File: src/common/mipsPkg.sv
package mipsPkg;

	// word and field widths
	localparam int DataWidth    = 32;
	localparam int RegAddrWidth = 5;
	localparam int ShamtWidth   = 5;
	localparam int ImmWidth     = 16;
	localparam int OpWidth      = 6;
	localparam int FunctWidth   = 6;
	localparam int JumpWidth    = 26;
	localparam int RegCount     = 2 ** RegAddrWidth;

	// word-addressed data memory
	localparam int DataWords    = 1024;
	localparam int MemAddrWidth = $clog2(DataWords);

	localparam logic [DataWidth-1:0]    StackTop = DataWidth'(DataWords - 1); // top word
	localparam logic [RegAddrWidth-1:0] StackReg = 5'd29; // sp
	localparam logic [RegAddrWidth-1:0] LinkReg  = 5'd31; // ra, written by jal

	// opcodes
	localparam logic [OpWidth-1:0] OpRType = 6'd0;
	localparam logic [OpWidth-1:0] OpJ     = 6'd2;
	localparam logic [OpWidth-1:0] OpJal   = 6'd3;
	localparam logic [OpWidth-1:0] OpBeq   = 6'd4;
	localparam logic [OpWidth-1:0] OpBne   = 6'd5;
	localparam logic [OpWidth-1:0] OpAddi  = 6'd8;
	localparam logic [OpWidth-1:0] OpSlti  = 6'd10;
	localparam logic [OpWidth-1:0] OpAndi  = 6'd12;
	localparam logic [OpWidth-1:0] OpOri   = 6'd13;
	localparam logic [OpWidth-1:0] OpXori  = 6'd14;
	localparam logic [OpWidth-1:0] OpLui   = 6'd15;
	localparam logic [OpWidth-1:0] OpLw    = 6'd35;
	localparam logic [OpWidth-1:0] OpSw    = 6'd43;

	// funct field of R-type
	localparam logic [FunctWidth-1:0] FnSll = 6'd0;
	localparam logic [FunctWidth-1:0] FnSrl = 6'd2;
	localparam logic [FunctWidth-1:0] FnSra = 6'd3;
	localparam logic [FunctWidth-1:0] FnJr  = 6'd8;
	localparam logic [FunctWidth-1:0] FnAdd = 6'd32;
	localparam logic [FunctWidth-1:0] FnSub = 6'd34;
	localparam logic [FunctWidth-1:0] FnAnd = 6'd36;
	localparam logic [FunctWidth-1:0] FnOr  = 6'd37;
	localparam logic [FunctWidth-1:0] FnXor = 6'd38;
	localparam logic [FunctWidth-1:0] FnNor = 6'd39;
	localparam logic [FunctWidth-1:0] FnSlt = 6'd42;

	typedef enum logic [3:0] {
		AluAdd,
		AluSub,
		AluAnd,
		AluOr,
		AluXor,
		AluNor,
		AluSlt,
		AluSll,
		AluSrl,
		AluSra,
		AluLui
	} aluOpType;

	typedef enum logic [1:0] {
		WbAlu,
		WbMem,
		WbLink
	} wbSelType;

endpackage

File: src/verilog/branchUnit.sv
`timescale 1ns/1ps

module branchUnit import mipsPkg::*;
(
	input  logic                 Clock,
	input  logic                 reset,
	input  logic [DataWidth-1:0] imm,
	input  logic [JumpWidth-1:0] jumpIndex,
	input  logic [DataWidth-1:0] rsData,
	input  logic                 equal,
	input  logic                 branchEq,
	input  logic                 branchNe,
	input  logic                 jump,
	input  logic                 jumpReg,
	output logic [DataWidth-1:0] pc,
	output logic [DataWidth-1:0] pcPlus1
);

	logic [DataWidth-1:0] pcNext;
	logic [DataWidth-1:0] branchTarget;
	logic [DataWidth-1:0] jumpTarget;
	logic                 branchTaken;

	assign pcPlus1      = pc + DataWidth'(1); // word addressed
	assign branchTarget = pcPlus1 + imm;
	assign jumpTarget   = {pcPlus1[DataWidth-1:JumpWidth], jumpIndex};
	assign branchTaken  = (branchEq && equal) || (branchNe && !equal);

	always_comb
	begin
		if (jumpReg)
			pcNext = rsData;
		else if (jump)
			pcNext = jumpTarget;
		else if (branchTaken)
			pcNext = branchTarget;
		else
			pcNext = pcPlus1;
	end

	always_ff @(posedge Clock)
	begin
		if (reset)
			pc <= '0;
		else
			pc <= pcNext;
	end

	// j/jal come from the opcode, jr from the funct field
	assert property (@(posedge Clock) disable iff (reset) !(jump && jumpReg))
		else $error("jump and jumpReg decoded together");

endmodule

File: config.mk
export PLATFORM = sky130hd
export DESIGN_NAME = branchUnit
export DESIGN_NICKNAME = d
export VERILOG_FILES = /design/src/common/mipsPkg.sv /design/src/verilog/branchUnit.sv
export SDC_FILE = /design/constraint.sdc
export NUM_CORES = 1
export LEC_CHECK = 0
export CAP_MARGIN = 10
export CORE_ASPECT_RATIO = 1.25
export CORE_UTILIZATION = 44
export DETAILED_ROUTE_END_ITERATION = 6
export DONT_BUFFER_PORTS = 1
export PLACE_DENSITY = 0.63
export SYNTH_ARGS = -nofsm -noshare
export SYNTH_HDL_FRONTEND = slang
export SYNTH_SLANG_ARGS = --single-unit
File: constraint.sdc
create_clock -name Clock -period 5.7 [get_ports Clock]
set_input_delay 0.285 -clock Clock [delete_from_list [all_inputs] [get_ports Clock]]
set_output_delay 0.285 -clock Clock [all_outputs]
set_load 0.02 [all_outputs]
==> results.cfg, run 1 <==
[floorplanning]
io_pins = 161
fp.dieH_um = 107
initial_utilization_pct = 46.1
fp.coreArea_um2 = 8330
fp.dieArea_um2 = 9120
fp-row-count = 37
die_width_um = 85.6

[synth]
synthMuxAreaShare_pct = 1.59
synthCells = 532
syn-num-nets = 669
synth-edff-count = 0
yosysTopAreaCell = dfxtp_1
yosys.area_share.simple_pct = 22.9
synth-xor-area-share_pct = 11.8
yosys_warnings = 0
async_reset_ff_share_pct = 0
synth_top_cell_area_share_pct = 16.7
synth_top_family_by_area = compound AO/OA/AOI/OAI gates
synth_compound_area_share_pct = 29.8
synth_area_um2 = 3840
synthAdderAreaFrac_pct = 13.2
ys_top_cells_by_area = dfxtp_1, ha_1, xnor2_1, a21oi_1, nand2_1
synth_cell_types = 60
seq_area_frac_synth_pct = 16.7
ys_ff_latch = 32
syn_area_per_cell_um2 = 7.23
ys.flop_type = dfxtp_1

[sta]
slew_violations = 0
fin_crit_ns = 5.17
tightest_slew_ns = 0.848
fin_skew_ns = 0.0116
setup_viol = 0
grt_setup_unrepaired = no
timing.fmax_ghz = 0.194
tns_ns = 0
max_slew_margin_pct = 43.1
period_share_pct = 90.6
hold_viol_final = 0

[power]
p_leak_uw = 0.00170
vdd_ir_drop_max_uv = 126
power_density_nw_per_um2 = 224

[detailed_routing]
wl_per_cell_um = 22.0
drc = 0
wirelength_um = 13800
vias = 4147
firstDrtPassIters = 5
first_iter_violations = 196
viasPerCell = 6.62
ant_nets = 0

[cts]
cts_resized = 0
clock_latency_ns = 0.31
clkSinkCount = 32
post_cts.repair.setup_buffers = 0
hold_buffers = 0
cts_tree = yes
htreeDepth = 2
cts_inserted_buffers = 5
path_clk_slew_ns = 0.09
cts-root-buf = clkbuf_8
cts_buffer_depth = 2

[finish]
fin_area_um2 = 4060
final_common_cell = nand2_1
largest_reg_flops = 32
finalNetCount = 665
antenna-diode-count = 0
largest_register = pc
synthToLayoutAreaGrowth_pct = 5.63
drive_gt1_share_pct = 4.54
finalNonFillerCells = 626
top_regs = pc x32
final_cell_mix = nand2_1, a21oi_1, nor2_1

[setup_path]
rr_worst_depth = 14
r2r_start = pc[3]$_SDFF_PP0_
critPathCaptureType = register
cp.required_ns = 5.92
crit_type = reg -> reg
cp.arrival_ns = 5.38
crit_end = pc[29]$_SDFF_PP0_
r2r-end = pc[29]$_SDFF_PP0_
cp-startpoint = pc[3]$_SDFF_PP0_
start_kind = register
cp_max_fo = 6
r2r_slack_ns = 0.53

[min_path]
hold_path_class = in -> reg

[global_route]
grt_overflow = 0
grt_max_degree = 33
grt_usage_pct = 30.3
grt_pass1_vias = 4108
grt_first_pass_wirelength_um = 21300
antenna_found_initial = 0

[placement]
gp_congestion = 0.960
portBuffers = 0
hpwlAfterDp_um = 10700
dp_cells = 618
place_area_um2 = 3950

[run]
maxCapViolations = 0

[status]
status = complete, no violations
-- final cells by class --
class | instances | area (um2)
clock buffer | 5 | 68.8
clock inverter | 3 | 42.5
fill | 859 | 4270
inverter | 19 | 71.3
multi-input combinational | 462 | 3060
sequential | 32 | 641
tap | 97 | 121
timing repair buffer | 8 | 60.1
-- synth_stat cells, drive strengths merged (4+ instances only) --
master,n
a31oi,5
o21bai,6
a21oi,55
ha,39
a221oi,4
nor2,52
o31ai,4
clkbuf,17
o21ai,31
or3,5
nand3,24
inv,18
xor2,21
a21o,11
nand2,69
a311o,5
nor3,7
dfxtp,32
nand4,5
a211oi,5
mux2i,5
xnor2,31
and2,7
and4,5
o211ai,11
and3,10
-- worst min path at each step --
| stage | start | to | slack [ns] | depth (start not counted) |
|---|---|---|---|---|
| 4_1_cts | reset | pc[18]$_SDFF_PP0_ | 0.03 | 1 |
| 6_report | reset | pc[27]$_SDFF_PP0_ | 0.05 | 1 |
| 3_3_place_gp | reset | pc[19]$_SDFF_PP0_ | 0.36 | 1 |
| 3_5_place_dp | reset | pc[18]$_SDFF_PP0_ | 0.36 | 1 |
| 2_1_floorplan | rsData[11] | pc[11]$_SDFF_PP0_ | 0.39 | 2 |
| 5_1_grt | reset | pc[9]$_SDFF_PP0_ | 0.03 | 1 |
-- metrics by stage --
| step | total power, uW | util [%] | setup slack (ns) | hold slack (ns) |
|---|---|---|---|---|
| 6_report | 911 | 48.7 | 0.535 | 0.0480 |
| 2_1_floorplan | 591 | - | 1.32 | 0.394 |
| 3_3_place_gp | 665 | 47.4 | 0.748 | 0.360 |
| 4_1_cts | 911 | 48.7 | 0.604 | 0.0331 |
| 3_5_place_dp | 670 | 47.4 | 0.611 | 0.363 |
| 5_1_grt | 966 | 48.7 | 0.260 | 0.0301 |
-- power breakdown --
group,switching (uW),total (uW),leakage [uW],internal (uW)
clock network,110,240,0.0000541,130
registers,50.7,293,0.000266,243
logic,231,378,0.00138,147
total,392,911,0.00170,519
-- layer usage --
layer  vias to the layer above  routed length [um]  track usage, %
met2                       214                6730            53.1
met4                         0                 503            13.3
met5                         -                   0               0
li1                       1945                   -               -
met1                      1956                5150            33.1
met3                        32                1410            9.78
-- critical path, cell delays in order (launching register included) --
cell and delay, ns:
dfxtp_1 0.56, nand4_1 0.22, nor4_1 0.74, and3_1 0.37
xor2_1 0.65, ha_1 0.42, a21oi_1 0.17, a21boi_0 0.09
a311o_1 0.35, or4_4 0.44, o211ai_2 0.20, and2_4 0.18
nor2_1 0.04, a2111o_1 0.38, a311oi_1 0.27
-- logic make-up (layout without fill, tap and decap cells) --
| kind of cell | Yosys count | count (layout) |
|---|---|---|
| adders and majority gates | 40 | 40 |
| AOI/OAI and AO/OA | 172 | 172 |
| DFF | 32 | 32 |
| buffers and inverters | 38 | 35 |
| and+or+nand+nor | 192 | 192 |
| xor gates and xnor gates | 52 | 52 |
| muxes | 6 | 6 |
No activity file was read; power rests on OpenSTA's default activity.
==> run 2, diff against run 1 <==
- CORE_UTILIZATION: 44 -> 50
- PLACE_DENSITY: 0.63 -> 0.69
==> results.cfg, run 2 (synthesized netlist as in run 1, its figures left out) <==
[status]
status = complete, no violations

[power]
p_clk_share_pct = 22.1
power_frac_seq_pct = 33.9
switching_share_pct = 44.9
power.internal_uw = 476
combPwrFrac_pct = 44.0
vdd_ir_drop_max_uv = 114
p_leak_uw = 0.00171
power_density_nw_per_um2 = 213
netSwitchingPower_uw = 388

[cts]
cts_buffer_depth = 2
path_clk_slew_ns = 0.08
cts_inserted_buffers = 5
cts_resized = 0
hold_buffers = 0
cts-root-buf = clkbuf_8
post_cts.repair.setup_buffers = 0
htreeDepth = 2
cts_tree = yes
clkSinkCount = 32
clock_latency_ns = 0.29

[global_route]
grt_pass1_vias = 4081
grt_overflow = 0
grt_first_pass_wirelength_um = 20100
antenna_found_initial = 0
grt_max_degree = 33
grt_usage_pct = 32.7

[setup_path]
crit_type = reg -> reg
cp.arrival_ns = 5.05
crit_path_frequent_cell = and3_1
r2r_start = pc[3]$_SDFF_PP0_
cp-startpoint = pc[3]$_SDFF_PP0_
cp_slowest_cell = xor2_1
start_kind = register
crit_path_max_incr_delay_ns = 0.59
cp.required_ns = 5.89
crit_chain = nand4_1 > nor4_1 > buf_4 > and3_1 > xor2_1 > ha_1 > and3_1 > a311o_1 > or4_4 > o211ai_2 > and2_4 > nor2_1 > a2111o_1 > a311oi_1
cp_max_fo = 6
critPathCaptureType = register

[finish]
largest_register = pc
finish.utilization_pct = 54.7
antenna-diode-count = 0
top_regs = pc x32
finalNetCount = 667
final_cell_mix = nand2_1, a21oi_1, nor2_1
finalNonFillerCells = 623
largest_reg_flops = 32
final_common_cell = nand2_1
drive_gt1_share_pct = 4.90
synthToLayoutAreaGrowth_pct = 5.24
fin_area_um2 = 4050

[detailed_routing]
drc = 0
firstDrtPassIters = 6
viasPerCell = 6.60
first_iter_violations = 225
wl_per_cell_um = 21.4
wirelength_um = 13300
ant_nets = 0
vias = 4114

[placement]
portBuffers = 0
hpwlAfterDp_um = 10400
dp_cells = 615
gp_congestion = 0.955
place_area_um2 = 3960

[floorplanning]
fp.dieArea_um2 = 8050
fp-row-count = 35
fp.dieH_um = 100
initial_utilization_pct = 52.0
io_pins = 161
die_width_um = 80.4
fp.coreArea_um2 = 7400

[sta]
slew_violations = 0
hold_viol_final = 0
fin_crit_ns = 4.86
period_share_pct = 85.3
max_slew_margin_pct = 44.2
tns_ns = 0
tightest_slew_ns = 0.832
hold_ws_ns = 0.0517
fin_skew_ns = 0.00716
setup_viol = 0
grt_setup_unrepaired = no
timing.fmax_ghz = 0.206

[run]
maxCapViolations = 0

[min_path]
hold_path_class = in -> reg
hold_start = reset
run 2: changes by cell type in the layout (fill, tap and decap cells not counted):
cell	change
buf_4	+2
bufinv_16	-1
clkinv_2	+1
clkinv_4	+1
clkinvlp_4	-1
run 2: path summary, 6_finish.rpt:
| check | endpoint | slack (ns) | cells past startpoint |
|---|---|---|---|
| min | pc[7]$_SDFF_PP0_ | 0.05 | 1 |
| max | pc[29]$_SDFF_PP0_ | 0.84 | 14 |
| max reg2reg | pc[29]$_SDFF_PP0_ | 0.84 | 14 |
| min reg2reg | pc[31]$_SDFF_PP0_ | 0.92 | 3 |
run 2: final cells by class:
type	instances	area (um2)
clock inverter	3	18.8
sequential	32	641
tap	92	115
fill	753	3350
clock buffer	5	68.8
timing repair buffer	10	75.1
inverter	19	71.3
multi-input combinational	462	3060
run 2: power groups by stage:
stage / registers [uW] / logic (uW) / clock network, uW
after floorplan: 289 / 302 / 0
after global placement: 297 / 368 / 0
after detailed placement: 298 / 373 / 0
after CTS: 292 / 375 / 194
after global routing: 295 / 417 / 203
final: 293 / 380 / 191
run 2: routing by layer:
layer  GRT usage (%)  share of wire, %  vias to the layer above
li1                -                 -                     1950
met4            13.9               3.4                        0
met5               0                 0                        -
met2            58.5                50                      192
met3            9.82               8.8                       30
met1            35.0                38                     1942
run 2: critical path, delay by kind of cell (launching register included):
| kind | cells | cell delay [ns] |
|---|---|---|
| buffers and inverters | 1 | 0.17 |
| xor gates and xnor gates | 1 | 0.59 |
| AOI/OAI and AO/OA | 4 | 1.25 |
| adders and majority gates | 1 | 0.41 |
| DFF | 1 | 0.57 |
| and+or+nand+nor | 7 | 1.77 |
run 2: through the flow:
stage / power (uW) / setup WS, ns
6_report: 863 / 0.839
5_1_grt: 916 / 0.647
4_1_cts: 862 / 0.890
3_5_place_dp: 670 / 0.920
3_3_place_gp: 665 / 1.02
2_1_floorplan: 591 / 1.32
==> run 3, diff against run 2 <==
- clock period: 5.7 -> 5.59 ns (I/O delays scaled with it)
==> results.cfg, run 3 (synthesized netlist as in run 1, its figures left out) <==
[global_route]
grt_pass1_vias = 3882
grt_usage_pct = 32.1
grt_overflow = 0
antenna_found_initial = 0
grt_max_degree = 33
grt_first_pass_wirelength_um = 19700

[detailed_routing]
wirelength_um = 12900
wl_per_cell_um = 20.7
drc = 0
first_iter_violations = 241
viasPerCell = 6.45
vias = 4021
firstDrtPassIters = 5
ant_nets = 0

[sta]
setup_viol = 0
fin_skew_ns = 0.00539
slew_violations = 0
period_share_pct = 86.2
hold_ws_ns = 0.0515
max_slew_margin_pct = 43.0
tns_ns = 0
grt_setup_unrepaired = no
fin_crit_ns = 4.82
hold_viol_final = 0
tightest_slew_ns = 0.850
timing.fmax_ghz = 0.208

[placement]
place_area_um2 = 3960
gp_congestion = 0.942
hpwlAfterDp_um = 10100
portBuffers = 0

[finish]
finish.utilization_pct = 54.8
synthToLayoutAreaGrowth_pct = 5.40
top_regs = pc x32
drive_gt1_share_pct = 4.71
final_cell_mix = nand2_1, a21oi_1, nor2_1
antenna-diode-count = 0
finalNetCount = 667
final_common_cell = nand2_1
fin_area_um2 = 4050
largest_register = pc
largest_reg_flops = 32

[setup_path]
cp_slowest_cell = xor2_1
crit_path_frequent_cell = and3_1
cp-startpoint = pc[3]$_SDFF_PP0_
start_kind = register
critPathCaptureType = register
cp.required_ns = 5.79
rr_worst_depth = 14
r2r-end = pc[29]$_SDFF_PP0_
crit_path_max_incr_delay_ns = 0.60
crit_end = pc[29]$_SDFF_PP0_
cp_max_fo = 6
crit_chain = nand4_1 > nor4_1 > buf_4 > and3_1 > xor2_1 > ha_1 > and3_1 > a311o_1 > or4_4 > o211ai_2 > and2_4 > nor2_1 > a2111o_1 > a311oi_1
crit_type = reg -> reg
r2r_slack_ns = 0.77
r2r_start = pc[3]$_SDFF_PP0_
cp.arrival_ns = 5.02

[run]
maxCapViolations = 0

[power]
power_density_nw_per_um2 = 218
vdd_ir_drop_max_uv = 119
design_power_total_uw = 883
p_leak_uw = 0.00170

[cts]
cts_resized = 0
path_clk_slew_ns = 0.08
clock_latency_ns = 0.29
cts_inserted_buffers = 5
hold_buffers = 0
cts_buffer_depth = 2
post_cts.repair.setup_buffers = 0
cts-root-buf = clkbuf_8
clkSinkCount = 32
cts_tree = yes
htreeDepth = 2

[floorplanning]
initial_utilization_pct = 52.0
io_pins = 161
fp.dieH_um = 100
fp.dieArea_um2 = 8050
die_width_um = 80.4
fp.coreArea_um2 = 7400
fp-row-count = 35

[status]
status = complete, no violations

[min_path]
hold_path_class = in -> reg
run 3: worst min path at each step:
stage	end	start	cells after the start	slack (ns)
final	pc[1]$_SDFF_PP0_	reset	1	0.05
after global routing	pc[1]$_SDFF_PP0_	reset	1	0.04
after CTS	pc[1]$_SDFF_PP0_	reset	1	0.04
after detailed placement	pc[1]$_SDFF_PP0_	reset	1	0.36
after global placement	pc[1]$_SDFF_PP0_	reset	1	0.35
after floorplan	pc[11]$_SDFF_PP0_	rsData[11]	2	0.39
run 3: cell type report:
cell class	count	area [um2]
clock inverter	1	7.51
sequential	32	641
timing repair buffer	10	75.1
fill	755	3350
tap	92	115
clock buffer	7	86.3
multi-input combinational	462	3060
inverter	19	71.3
run 3: where the power goes:
part | internal [uW] | leakage, uW | total (uW) | switching, uW
Combinational | 150 | 0.00139 | 384 | 234
Sequential | 247 | 0.000266 | 298 | 50.6
Clock | 100 | 0.0000445 | 201 | 101
Total | 498 | 0.00170 | 883 | 385
run 3: critical path: cells and delay by family (launching register included):
family	cells	cell delay, ns
AND/OR/NAND/NOR	7	1.77
AO/OA/AOI/OAI	4	1.20
XOR/XNOR	1	0.60
flip-flops	1	0.58
adder cells (fa/ha/maj)	1	0.41
buffers and inverters	1	0.18
run 3: per-layer routing:
| layer | global-route usage [%] | vias to the layer above | part of all wire [%] |
|---|---|---|---|
| li1 | - | 1951 | - |
| met1 | 35.6 | 1843 | 38 |
| met2 | 55.6 | 200 | 49 |
| met3 | 11.1 | 27 | 9.6 |
| met4 | 12.5 | 0 | 3.1 |
| met5 | 0 | - | 0 |
run 3: per-stage QoR:
stage | setup WS, ns | cells
floorplan | 1.21 | 532
global placement | 0.902 | 615
detailed placement | 0.785 | 615
CTS | 0.792 | 623
global route | 0.546 | 623
finish | 0.771 | 623
