### src/common/mipsPkg.sv
package mipsPkg;

	// word and field widths
	localparam int DataWidth    = 32;
	localparam int RegAddrWidth = 5;
	localparam int ShamtWidth   = 5;
	localparam int ImmWidth     = 16;
	localparam int OpWidth      = 6;
	localparam int FunctWidth   = 6;
	localparam int JumpWidth    = 26;
	localparam int RegCount     = 2 ** RegAddrWidth;

	// word-addressed data memory
	localparam int DataWords    = 1024;
	localparam int MemAddrWidth = $clog2(DataWords);

	localparam logic [DataWidth-1:0]    StackTop = DataWidth'(DataWords - 1); // top word
	localparam logic [RegAddrWidth-1:0] StackReg = 5'd29; // sp
	localparam logic [RegAddrWidth-1:0] LinkReg  = 5'd31; // ra, written by jal

	// opcodes
	localparam logic [OpWidth-1:0] OpRType = 6'd0;
	localparam logic [OpWidth-1:0] OpJ     = 6'd2;
	localparam logic [OpWidth-1:0] OpJal   = 6'd3;
	localparam logic [OpWidth-1:0] OpBeq   = 6'd4;
	localparam logic [OpWidth-1:0] OpBne   = 6'd5;
	localparam logic [OpWidth-1:0] OpAddi  = 6'd8;
	localparam logic [OpWidth-1:0] OpSlti  = 6'd10;
	localparam logic [OpWidth-1:0] OpAndi  = 6'd12;
	localparam logic [OpWidth-1:0] OpOri   = 6'd13;
	localparam logic [OpWidth-1:0] OpXori  = 6'd14;
	localparam logic [OpWidth-1:0] OpLui   = 6'd15;
	localparam logic [OpWidth-1:0] OpLw    = 6'd35;
	localparam logic [OpWidth-1:0] OpSw    = 6'd43;

	// funct field of R-type
	localparam logic [FunctWidth-1:0] FnSll = 6'd0;
	localparam logic [FunctWidth-1:0] FnSrl = 6'd2;
	localparam logic [FunctWidth-1:0] FnSra = 6'd3;
	localparam logic [FunctWidth-1:0] FnJr  = 6'd8;
	localparam logic [FunctWidth-1:0] FnAdd = 6'd32;
	localparam logic [FunctWidth-1:0] FnSub = 6'd34;
	localparam logic [FunctWidth-1:0] FnAnd = 6'd36;
	localparam logic [FunctWidth-1:0] FnOr  = 6'd37;
	localparam logic [FunctWidth-1:0] FnXor = 6'd38;
	localparam logic [FunctWidth-1:0] FnNor = 6'd39;
	localparam logic [FunctWidth-1:0] FnSlt = 6'd42;

	typedef enum logic [3:0] {
		AluAdd,
		AluSub,
		AluAnd,
		AluOr,
		AluXor,
		AluNor,
		AluSlt,
		AluSll,
		AluSrl,
		AluSra,
		AluLui
	} aluOpType;

	typedef enum logic [1:0] {
		WbAlu,
		WbMem,
		WbLink
	} wbSelType;

endpackage

### src/verilog/decodeUnit.sv
`timescale 1ns/1ps

module decodeUnit import mipsPkg::*;
(
	input  logic [DataWidth-1:0]    instr,
	output logic [RegAddrWidth-1:0] rsAddr,
	output logic [RegAddrWidth-1:0] rtAddr,
	output logic [RegAddrWidth-1:0] wbReg,
	output logic [ShamtWidth-1:0]   shamt,
	output logic [DataWidth-1:0]    imm,
	output logic [JumpWidth-1:0]    jumpIndex,
	output aluOpType                aluOp,
	output logic                    aluSrcImm,
	output logic                    regWrite,
	output logic                    memWrite,
	output logic                    branchEq,
	output logic                    branchNe,
	output logic                    jump,
	output logic                    jumpReg,
	output wbSelType                wbSel
);

	logic [OpWidth-1:0]      opcode;
	logic [FunctWidth-1:0]   funct;
	logic [RegAddrWidth-1:0] rdAddr;
	logic                    writeReq; // before the zero-register check

	assign opcode    = instr[31:26];
	assign funct     = instr[FunctWidth-1:0];
	assign rsAddr    = instr[25:21];
	assign rtAddr    = instr[20:16];
	assign rdAddr    = instr[15:11];
	assign shamt     = instr[10:6];
	assign jumpIndex = instr[JumpWidth-1:0];
	assign imm       = {{(DataWidth - ImmWidth){instr[ImmWidth-1]}}, instr[ImmWidth-1:0]};

	always_comb
	begin
		wbReg     = rtAddr; // immediates and loads write rt
		aluOp     = AluAdd;
		aluSrcImm = 1'b1;
		writeReq  = 1'b0;
		memWrite  = 1'b0;
		branchEq  = 1'b0;
		branchNe  = 1'b0;
		jump      = 1'b0;
		jumpReg   = 1'b0;
		wbSel     = WbAlu;
		case (opcode)
			OpRType:
			begin
				wbReg     = rdAddr;
				aluSrcImm = 1'b0;
				writeReq  = 1'b1;
				case (funct)
					FnAdd: aluOp = AluAdd;
					FnSub: aluOp = AluSub;
					FnAnd: aluOp = AluAnd;
					FnOr:  aluOp = AluOr;
					FnXor: aluOp = AluXor;
					FnNor: aluOp = AluNor;
					FnSlt: aluOp = AluSlt;
					FnSll: aluOp = AluSll;
					FnSrl: aluOp = AluSrl;
					FnSra: aluOp = AluSra;
					FnJr:
					begin
						writeReq = 1'b0;
						jumpReg  = 1'b1;
					end
					default: writeReq = 1'b0; // unknown funct is a no-op
				endcase
			end
			OpAddi: writeReq = 1'b1;
			OpSlti:
			begin
				aluOp    = AluSlt;
				writeReq = 1'b1;
			end
			OpAndi:
			begin
				aluOp    = AluAnd;
				writeReq = 1'b1;
			end
			OpOri:
			begin
				aluOp    = AluOr;
				writeReq = 1'b1;
			end
			OpXori:
			begin
				aluOp    = AluXor;
				writeReq = 1'b1;
			end
			OpLui:
			begin
				aluOp    = AluLui;
				writeReq = 1'b1;
			end
			OpLw:
			begin
				writeReq = 1'b1;
				wbSel    = WbMem;
			end
			OpSw: memWrite = 1'b1; // address is rs + imm
			OpBeq:
			begin
				aluSrcImm = 1'b0;
				branchEq  = 1'b1;
			end
			OpBne:
			begin
				aluSrcImm = 1'b0;
				branchNe  = 1'b1;
			end
			OpJ: jump = 1'b1;
			OpJal:
			begin
				jump     = 1'b1;
				writeReq = 1'b1;
				wbReg    = LinkReg;
				wbSel    = WbLink;
			end
			default: ; // unknown opcode retires as a no-op
		endcase
	end

	// register 0 stays zero
	assign regWrite = writeReq && (wbReg != '0);

endmodule

### config.mk
export PLATFORM = sky130hd
export DESIGN_NAME = decodeUnit
export DESIGN_NICKNAME = d
export VERILOG_FILES = /design/src/common/mipsPkg.sv /design/src/verilog/decodeUnit.sv
export SDC_FILE = /design/constraint.sdc
export NUM_CORES = 1
export LEC_CHECK = 0
export BUFFER_PORTS_ARGS = -buffer_cell sky130_fd_sc_hd__clkbuf_2
export CORE_MARGIN = 2
export CORE_UTILIZATION = 32
export DETAILED_ROUTE_END_ITERATION = 10
export PLACE_DENSITY = 0.8
export SLEW_MARGIN = 20
export SYNTH_ARGS = -nofsm -noshare
export SYNTH_HDL_FRONTEND = slang
export SYNTH_SLANG_ARGS = --single-unit
### constraint.sdc
create_clock -name vclk -period 1.5
set_clock_uncertainty 0.05 [all_clocks]
set_input_delay 0.15 -clock vclk [all_inputs]
set_output_delay 0.15 -clock vclk [all_outputs]
set_load 0.05 [all_outputs]
==> metrics.txt, run 1 <==
status=complete, but fails checks; failing checks=negative setup slack; Fin Hold WS=0.2500 ns; MaxCap Viol Count=0; drt pass-1 iters=4; critical path fanouts, max=6; CP endpoint kind=output port; dpl cell area=1390 sq um; Slew @ Worst Pin=0.3870 ns; met1 wire length=1093 um; PwrDens=409.1 nW/um^2; Detailed Route WL=3176 um; CP startpoint kind=input port; layout cell share with drive strength beyond 1=80.42%; Avg Vias per Cell=4.613; Die Ht=62.09 um; Antenna Diode Count=0; Period minus WS final=1.897 ns; Post-CTS Hold Buffers=0; critical path type=input port to output port; met2 WL=1828 um; synthesized instance count=150; Hold/Removal Path Class=input port to output port; Die ar.=3855 sq um; final hold violations=0; Starting Density=32.88%; FFs & Latches=0; Net count, final=223; Net Count, Synth=182; vias in the first global route=908; register area=0 sq um; synthesized cell area=1080 sq um; Synth-to-Final Area Change=52.14%; number of clock buffers in the layout=0; Final Max Slew Viols=0; Design Area, Final=1643 sq um; Port Buf Inserts=88; post-route clock period utilization=126.5%; syn_area_per_cell=7.199 sq um; Final Core Density=50.02%; DR WL met3=229 um; CP arrival=1.70 ns; largest cells by area after synthesis=buf_4 (52%), o22a_2 (3.7%), nor2_1 (2.1%), nor3b_1 (2.1%), o21bai_1 (2.1%); final setup margin=-0.3975 ns; Post-DP HPWL=2466 um; DR DRC count=0; post-synthesis mux area share=0.9270%; CP required=1.30 ns; Synth Area in Compound Gates=16.22%; Antenna Nets Post-Route=0; grt ovf=0; largest family of logic cells by synthesized area=buffers and inverters; Iter 0 DRT Violations=11; Peak VDD IR=0.1430 mV; Power Total=0.6721 mW; Rows=21; simple-gate share of the synthesized area=24.57%; Slew headroom=74.12%; DR top layer=met4; Setup Viol. Count Final=11; sequential area share after synthesis=0%; post-synth top area share=52.14%; synth warn=0; Routed wire per std cell=13.51 um; Fill cells=291; die width=62.09 um; adder-cell share of the synthesized area=0%; GRT Util Overall=14.17%; number of placed I/O pins=123; unrepaired setup endpoints after global routing=true; core region area=3284 sq um; FMAX=527.0 MHz; via count=1,084; P_leak=0.7767 nW; Synth Area in XOR/XNOR=2.433%; Unique masters post-synth=44; Synth area leader=buf_4; largest net degree at the start of global routing=19; first-pass GRT wire length=4160 um; Final Wtd Congestion=0.7399; initial antenna violation count=0
final timing paths:
check       from       end  slack [ns]  cells past startpoint
min     instr[8]    imm[8]        0.25                      0
max    instr[27]  regWrite       -0.40                      7
logic make-up after synthesis:
family / count (synthesis)
buffers and inverters: 83
AND/OR/NAND/NOR: 41
multiplexers: 1
AO/OA/AOI/OAI: 22
XOR/XNOR: 3
layout by cell type (no fill, tap or decap), drive strengths merged, types with 2 or more instances in the layout:
cell and n:
clkbuf 70, buf 50, nor2 7, nand2 5, nor3 5, o22a 4
or2 4, a21oi 3, o21bai 3, nor3b 3, or4 2, nand3b 2
nand2b 2, and3b 2, o21ai 2, a211o 2, o32ai 2, xor2 2
inv 2, o31ai 2
critical path: stages:
cell	delay (ns)
buf_8	0.11
nor3_4	0.17
or4b_4	0.49
buf_6	0.15
a211o_4	0.27
a32oi_4	0.19
buf_12	0.17
Yosys cell counts, types with 2 or more instances:
library cell  number
o22a_2             4
nor2_1             6
nor3b_1            3
o21bai_1           3
nand2_1            5
nand3b_1           2
buf_4             75
clkbuf_1           3
and3b_1            2
buf_2              2
xor2_1             2
a21oi_1            3
o21ai_0            2
or2_2              2
nor3_1             4
o32ai_1            2
nand2b_1           2
inv_1              2
through the flow:
| stage | setup slack (ns) | cells | setup TNS (ns) |
|---|---|---|---|
| after floorplan | -0.4630 | 150 | -2.869 |
| after global placement | -0.4815 | 232 | -4.062 |
| after detailed placement | -0.4767 | 232 | -4.082 |
| after CTS | -0.4394 | 234 | -3.189 |
| after global routing | -0.4466 | 235 | -3.392 |
| final | -0.3975 | 235 | -2.884 |
routing by layer:
| layer | track usage [%] | up-vias |
|---|---|---|
| met5 | 0 | - |
| met4 | 1.216 | 0 |
| met3 | 1.863 | 2 |
| met2 | 28.87 | 67 |
| met1 | 15.80 | 499 |
| li1 | - | 516 |
layout make-up:
class	count	area (sq um)	share of cell area, %
repair buffers	120	904.6	55.06
multi-input cells	67	673.1	40.97
well taps	46	57.56	3.503
inverters	2	7.507	0.4570
report_power, final:
part	switching (mW)	internal (mW)
logic	0.461	0.211
registers	0	0
clock network	0	0
what timing repair did:
| item | 4_1_cts | 5_1_grt |
|---|---|---|
| setup endpoints to repair | 15 | 16 |
| endpoints found under the hold margin | 0 | 0 |
| gates resized for setup | 32 | 27 |
| buffers inserted | 2 | 1 |
| pin swaps | 12 | 6 |
No activity file was read; power rests on OpenSTA's default activity.
==> run 2, diff against run 1 <==
--- a/config.mk
+++ b/config.mk
@@ -5,11 +5,12 @@
 export SDC_FILE = /design/constraint.sdc
 export NUM_CORES = 1
 export LEC_CHECK = 0
+export ABC_AREA = 1
 export BUFFER_PORTS_ARGS = -buffer_cell sky130_fd_sc_hd__clkbuf_2
 export CORE_MARGIN = 2
 export CORE_UTILIZATION = 32
 export DETAILED_ROUTE_END_ITERATION = 10
-export PLACE_DENSITY = 0.8
+export PLACE_DENSITY = 0.81
 export SLEW_MARGIN = 20
 export SYNTH_ARGS = -nofsm -noshare
 export SYNTH_HDL_FRONTEND = slang
==> metrics.txt, run 2 <==
status=complete, no violations; critical path type=input port to output port; post-synth top area share=53.03%; Post-CTS Hold Buffers=0; register area=0 sq um; Port Buf Inserts=88; final hold violations=0; Die Ht=60.83 um; HP Start=instr[24]; number of placed I/O pins=123; most frequent cell after synthesis=buf_4; Fill cells=365; commonest non-fill, non-tap cells in the layout=clkbuf_2 (81), inv_1 (24), buf_4 (23); Worst path top cell family by delay=buffers and inverters; CP max stage cell=clkbuf_2; MaxCap Viol Count=0; largest cells by area after synthesis=buf_4 (53%), inv_1 (8.7%), nand3_1 (7.7%), nand2_1 (7.3%), nor2_1 (6.5%); worst path bufs/invs=4; CP arrival=1.23 ns; sequential area share after synthesis=0%; pre-CTS setup slack=-0.08049 ns; Peak VDD IR=0.1084 mV; Antenna Diode Count=0; Rows=20; unrepaired setup endpoints after global routing=true; Slew @ Worst Pin=0.2860 ns; Unique masters post-synth=23; Net Count, Synth=205; layout cell share with drive strength beyond 1=62.38%; initial antenna violation count=0; synthesized cell area=1033 sq um; Die ar.=3700 sq um; Setup Viol. Count Final=0; CP peak stage delay=0.26 ns; crit-path cells=buf_2 > nor2_4 > nand3_2 > nand2_1 > o21ai_2 > buf_4 > inv_1 > clkbuf_2; vias in the first global route=824; commonest non-fill, non-tap cell in the layout=clkbuf_2; Slew headroom=81.01%; PwrDens=453.9 nW/um^2; DR DRC count=0; Detailed Route WL=2370 um; Starting Density=33.85%; number of clock buffers in the layout=0; Power Total=0.5628 mW; syn_area_per_cell=5.974 sq um; synthesized instance count=173; Fin Hold WS=0.2500 ns; Net count, final=244; Routed wire per std cell=9.331 um; Post-DP HPWL=2079 um; Hold/Removal Path Class=input port to output port; GRT Util Overall=11.20%; CP endpoint kind=output port; core region area=3053 sq um; FFs & Latches=0; Final Max Slew Viols=0; final setup margin=0.07471 ns; Synth top cells by count=buf_4 (73), inv_1 (24), nand2_1 (20); via count=1,047; CP required=1.30 ns; Iter 0 DRT Violations=10; Synth-to-Final Area Change=19.98%; Synth area leader=buf_4; first-pass GRT wire length=3353 um; Antenna Nets Post-Route=0; drt pass-1 iters=4; synth warn=0; Hold Path Stages=0; critical path fanouts, max=5; post-route clock period utilization=95.02%; Post-Place Cells=253; Hold EP=rsAddr[3]; Avg Vias per Cell=4.122; Non-Filler Instances=254; grt ovf=0; Period minus WS final=1.425 ns; die width=60.83 um; P_leak=0.7832 nW; FMAX=701.6 MHz; Final Wtd Congestion=0.9001; largest net degree at the start of global routing=19; CP startpoint kind=input port; Final Core Density=40.61%
[run 2: logic make-up (layout without fill, tap and decap cells)]
logic type,count (synthesis),after routing,share of synthesized area [%]
buffers and inverters,99,136,62.95
AND/OR/NAND/NOR,65,65,32.08
AO/OA/AOI/OAI,9,9,4.964
[run 2: report_power, final]
group | total [mW] | switching (mW) | leakage [nW] | internal (mW)
combinational | 0.563 | 0.425 | 0.783 | 0.138
clock | 0 | 0 | 0 | 0
sequential | 0 | 0 | 0 | 0
[run 2: layer usage]
metal / part of all wire (%) / track usage [%]
met5: 0 / 0
met4: 1.2 / 1.553
met3: 8.5 / 0.2132
met2: 53 / 22.73
met1: 37 / 13.15
[run 2: timing repair]
action	4_1_cts	5_1_grt
cloned	0	0
endpoints found under the setup margin	1	8
buffers inserted	0	1
gates resized for setup	4	24
pin swaps	0	7
hold endpoints to repair	0	0
[run 2: worst max-delay path by stage]
| stage | startpoint | endpoint | slack, ns | depth (start not counted) |
|---|---|---|---|---|
| final | instr[29] | wbReg[4] | 0.07 | 8 |
| after global routing | instr[5] | regWrite | -0.01 | 10 |
| after CTS | instr[4] | aluOp[1] | 0.009 | 8 |
| after detailed placement | instr[27] | regWrite | -0.08 | 10 |
| after global placement | instr[27] | regWrite | -0.04 | 10 |
| after floorplan | instr[31] | aluSrcImm | -0.18 | 6 |
[run 2: final cells by class]
cell class	instances	area, sq um	area share [%]
tap	44	55.05	4.440
inverter	26	102.6	8.274
multi-input combinational	74	452.9	36.53
timing repair buffer	110	629.4	50.76
[run 2: per-stage QoR]
step / setup TNS [ns] / instance area (sq um)
after floorplan: -0.1861 / 1060
after global placement: -0.04152 / 1165
after detailed placement: -0.08049 / 1165
after CTS: 0 / 1181
after global routing: -0.01488 / 1240
final: 0 / 1240
==> run 3, diff against run 2 <==
--- a/config.mk
+++ b/config.mk
@@ -7,10 +7,9 @@
 export LEC_CHECK = 0
 export ABC_AREA = 1
 export BUFFER_PORTS_ARGS = -buffer_cell sky130_fd_sc_hd__clkbuf_2
-export CORE_MARGIN = 2
-export CORE_UTILIZATION = 32
+export CORE_UTILIZATION = 35
 export DETAILED_ROUTE_END_ITERATION = 10
-export PLACE_DENSITY = 0.81
+export PLACE_DENSITY = 0.9
 export SLEW_MARGIN = 20
 export SYNTH_ARGS = -nofsm -noshare
 export SYNTH_HDL_FRONTEND = slang
==> constraint.sdc (replaced) <==
create_clock -name vclk -period 1.6
set_clock_uncertainty 0.05 [all_clocks]
set_input_delay 0.16 -clock vclk [all_inputs]
set_output_delay 0.16 -clock vclk [all_outputs]
set_load 0.05 [all_outputs]
==> metrics.txt, run 3 (synthesized netlist as in run 2, its figures left out) <==
Avg Vias per Cell=4.453; critical path type=input port to output port; critical path fanouts, max=6; post-route clock period utilization=92.91%; unrepaired setup endpoints after global routing=false; Peak VDD IR=0.2800 mV; CP startpoint kind=input port; Iter 0 DRT Violations=7; FFs & Latches=0; Multi-input gate area=416.7 sq um; first-pass GRT wire length=3160 um; core region area=2781 sq um; FMAX=672.7 MHz; Die ar.=3174 sq um; CP endpoint kind=output port; commonest non-fill, non-tap cell in the layout=clkbuf_2; MaxCap Viol Count=0; DR WL met3=167 um; commonest non-fill, non-tap cells in the layout=clkbuf_2 (84), inv_1 (24), nand2_1 (20); GRT Util Overall=11.74%; Slew @ Worst Pin=0.2902 ns; Period minus WS final=1.487 ns; Antenna Diode Count=0; Setup Viol. Count Final=0; Post-DP HPWL=1927 um; Synth-to-Final Area Change=1.816%; initial antenna violation count=0; register area=0 sq um; post-CTS resize count=0; DR top layer=met4; Antenna Nets Post-Route=0; PwrDens=464.6 nW/um^2; Final Wtd Congestion=0.7924; Routed wire per std cell=9.236 um; layout cell share with drive strength beyond 1=56.19%; DR DRC count=0; drt pass-1 iters=6; met1 wire length=818 um; Detailed Route WL=2078 um; final hold violations=0; Port Buf Inserts=88; Net count, final=228; largest net degree at the start of global routing=19; met2 WL=1061 um; Slew headroom=80.74%; Rows=19; die width=56.34 um; status=complete, no violations; post-CTS setup buffers=0; number of placed I/O pins=123; vias in the first global route=798; Power Total=0.4889 mW; CP required=1.39 ns; P_leak=0.7007 nW; grt ovf=0; Fill cells=320; Final Core Density=37.83%; number of clock buffers in the layout=0; via count=1,002; Die Ht=56.34 um; Hold/Removal Path Class=input port to output port; Starting Density=37.16%; CP arrival=1.28 ns; Final Max Slew Viols=0; Post-CTS Hold Buffers=0
## run 3: changes by cell type in the layout (fill, tap and decap cells not counted), sizes merged
cell / delta
buf: -17
clkbuf: +1
## run 3: path summary, 6_finish.rpt
check / slack (ns) / startpoint / depth (start not counted) / to
setup / recovery: 0.11 / instr[31] / 9 / aluSrcImm
hold / removal: 0.27 / instr[25] / 0 / jumpIndex[25]
## run 3: area by class of cell
class	count	share of cell area (%)
repair buffers	94	46.97
multi-input cells	74	39.60
inverters	26	9.750
well taps	31	3.686
## run 3: stage by stage
| stage | hold slack (ns) | cells | setup TNS, ns | setup slack [ns] | instance area [sq um] |
|---|---|---|---|---|---|
| 6_report | 0.2700 | 225 | 0 | 0.1134 | 1052 |
| 5_1_grt | 0.2701 | 225 | 0 | 0.0009324 | 1052 |
| 4_1_cts | 0.2705 | 225 | 0 | 0.01024 | 1036 |
| 3_5_place_dp | 0.2705 | 225 | 0 | 0.01220 | 1036 |
| 3_3_place_gp | 0.2705 | 225 | 0 | 0.04638 | 1036 |
| 2_1_floorplan | 0.3746 | 173 | -0.1046 | -0.1046 | 1060 |
## run 3: power by group
group          internal (mW)  switching, mW
Clock                      0              0
Sequential                 0              0
Combinational          0.104          0.385
Total                  0.104          0.385
## run 3: layer usage
layer / vias up / global-route usage, %
li1: 506 / -
met1: 427 / 14.15
met2: 62 / 22.11
met3: 7 / 0.6912
met4: 0 / 3.484
met5: - / 0
## run 3: critical path: stages
cell and delay [ns]:
clkbuf_2 0.13, nor2_8 0.15, buf_4 0.15, nand3_1 0.11
nor3b_2 0.20, nor2_1 0.06, nand2_1 0.06, inv_1 0.03
clkbuf_2 0.22
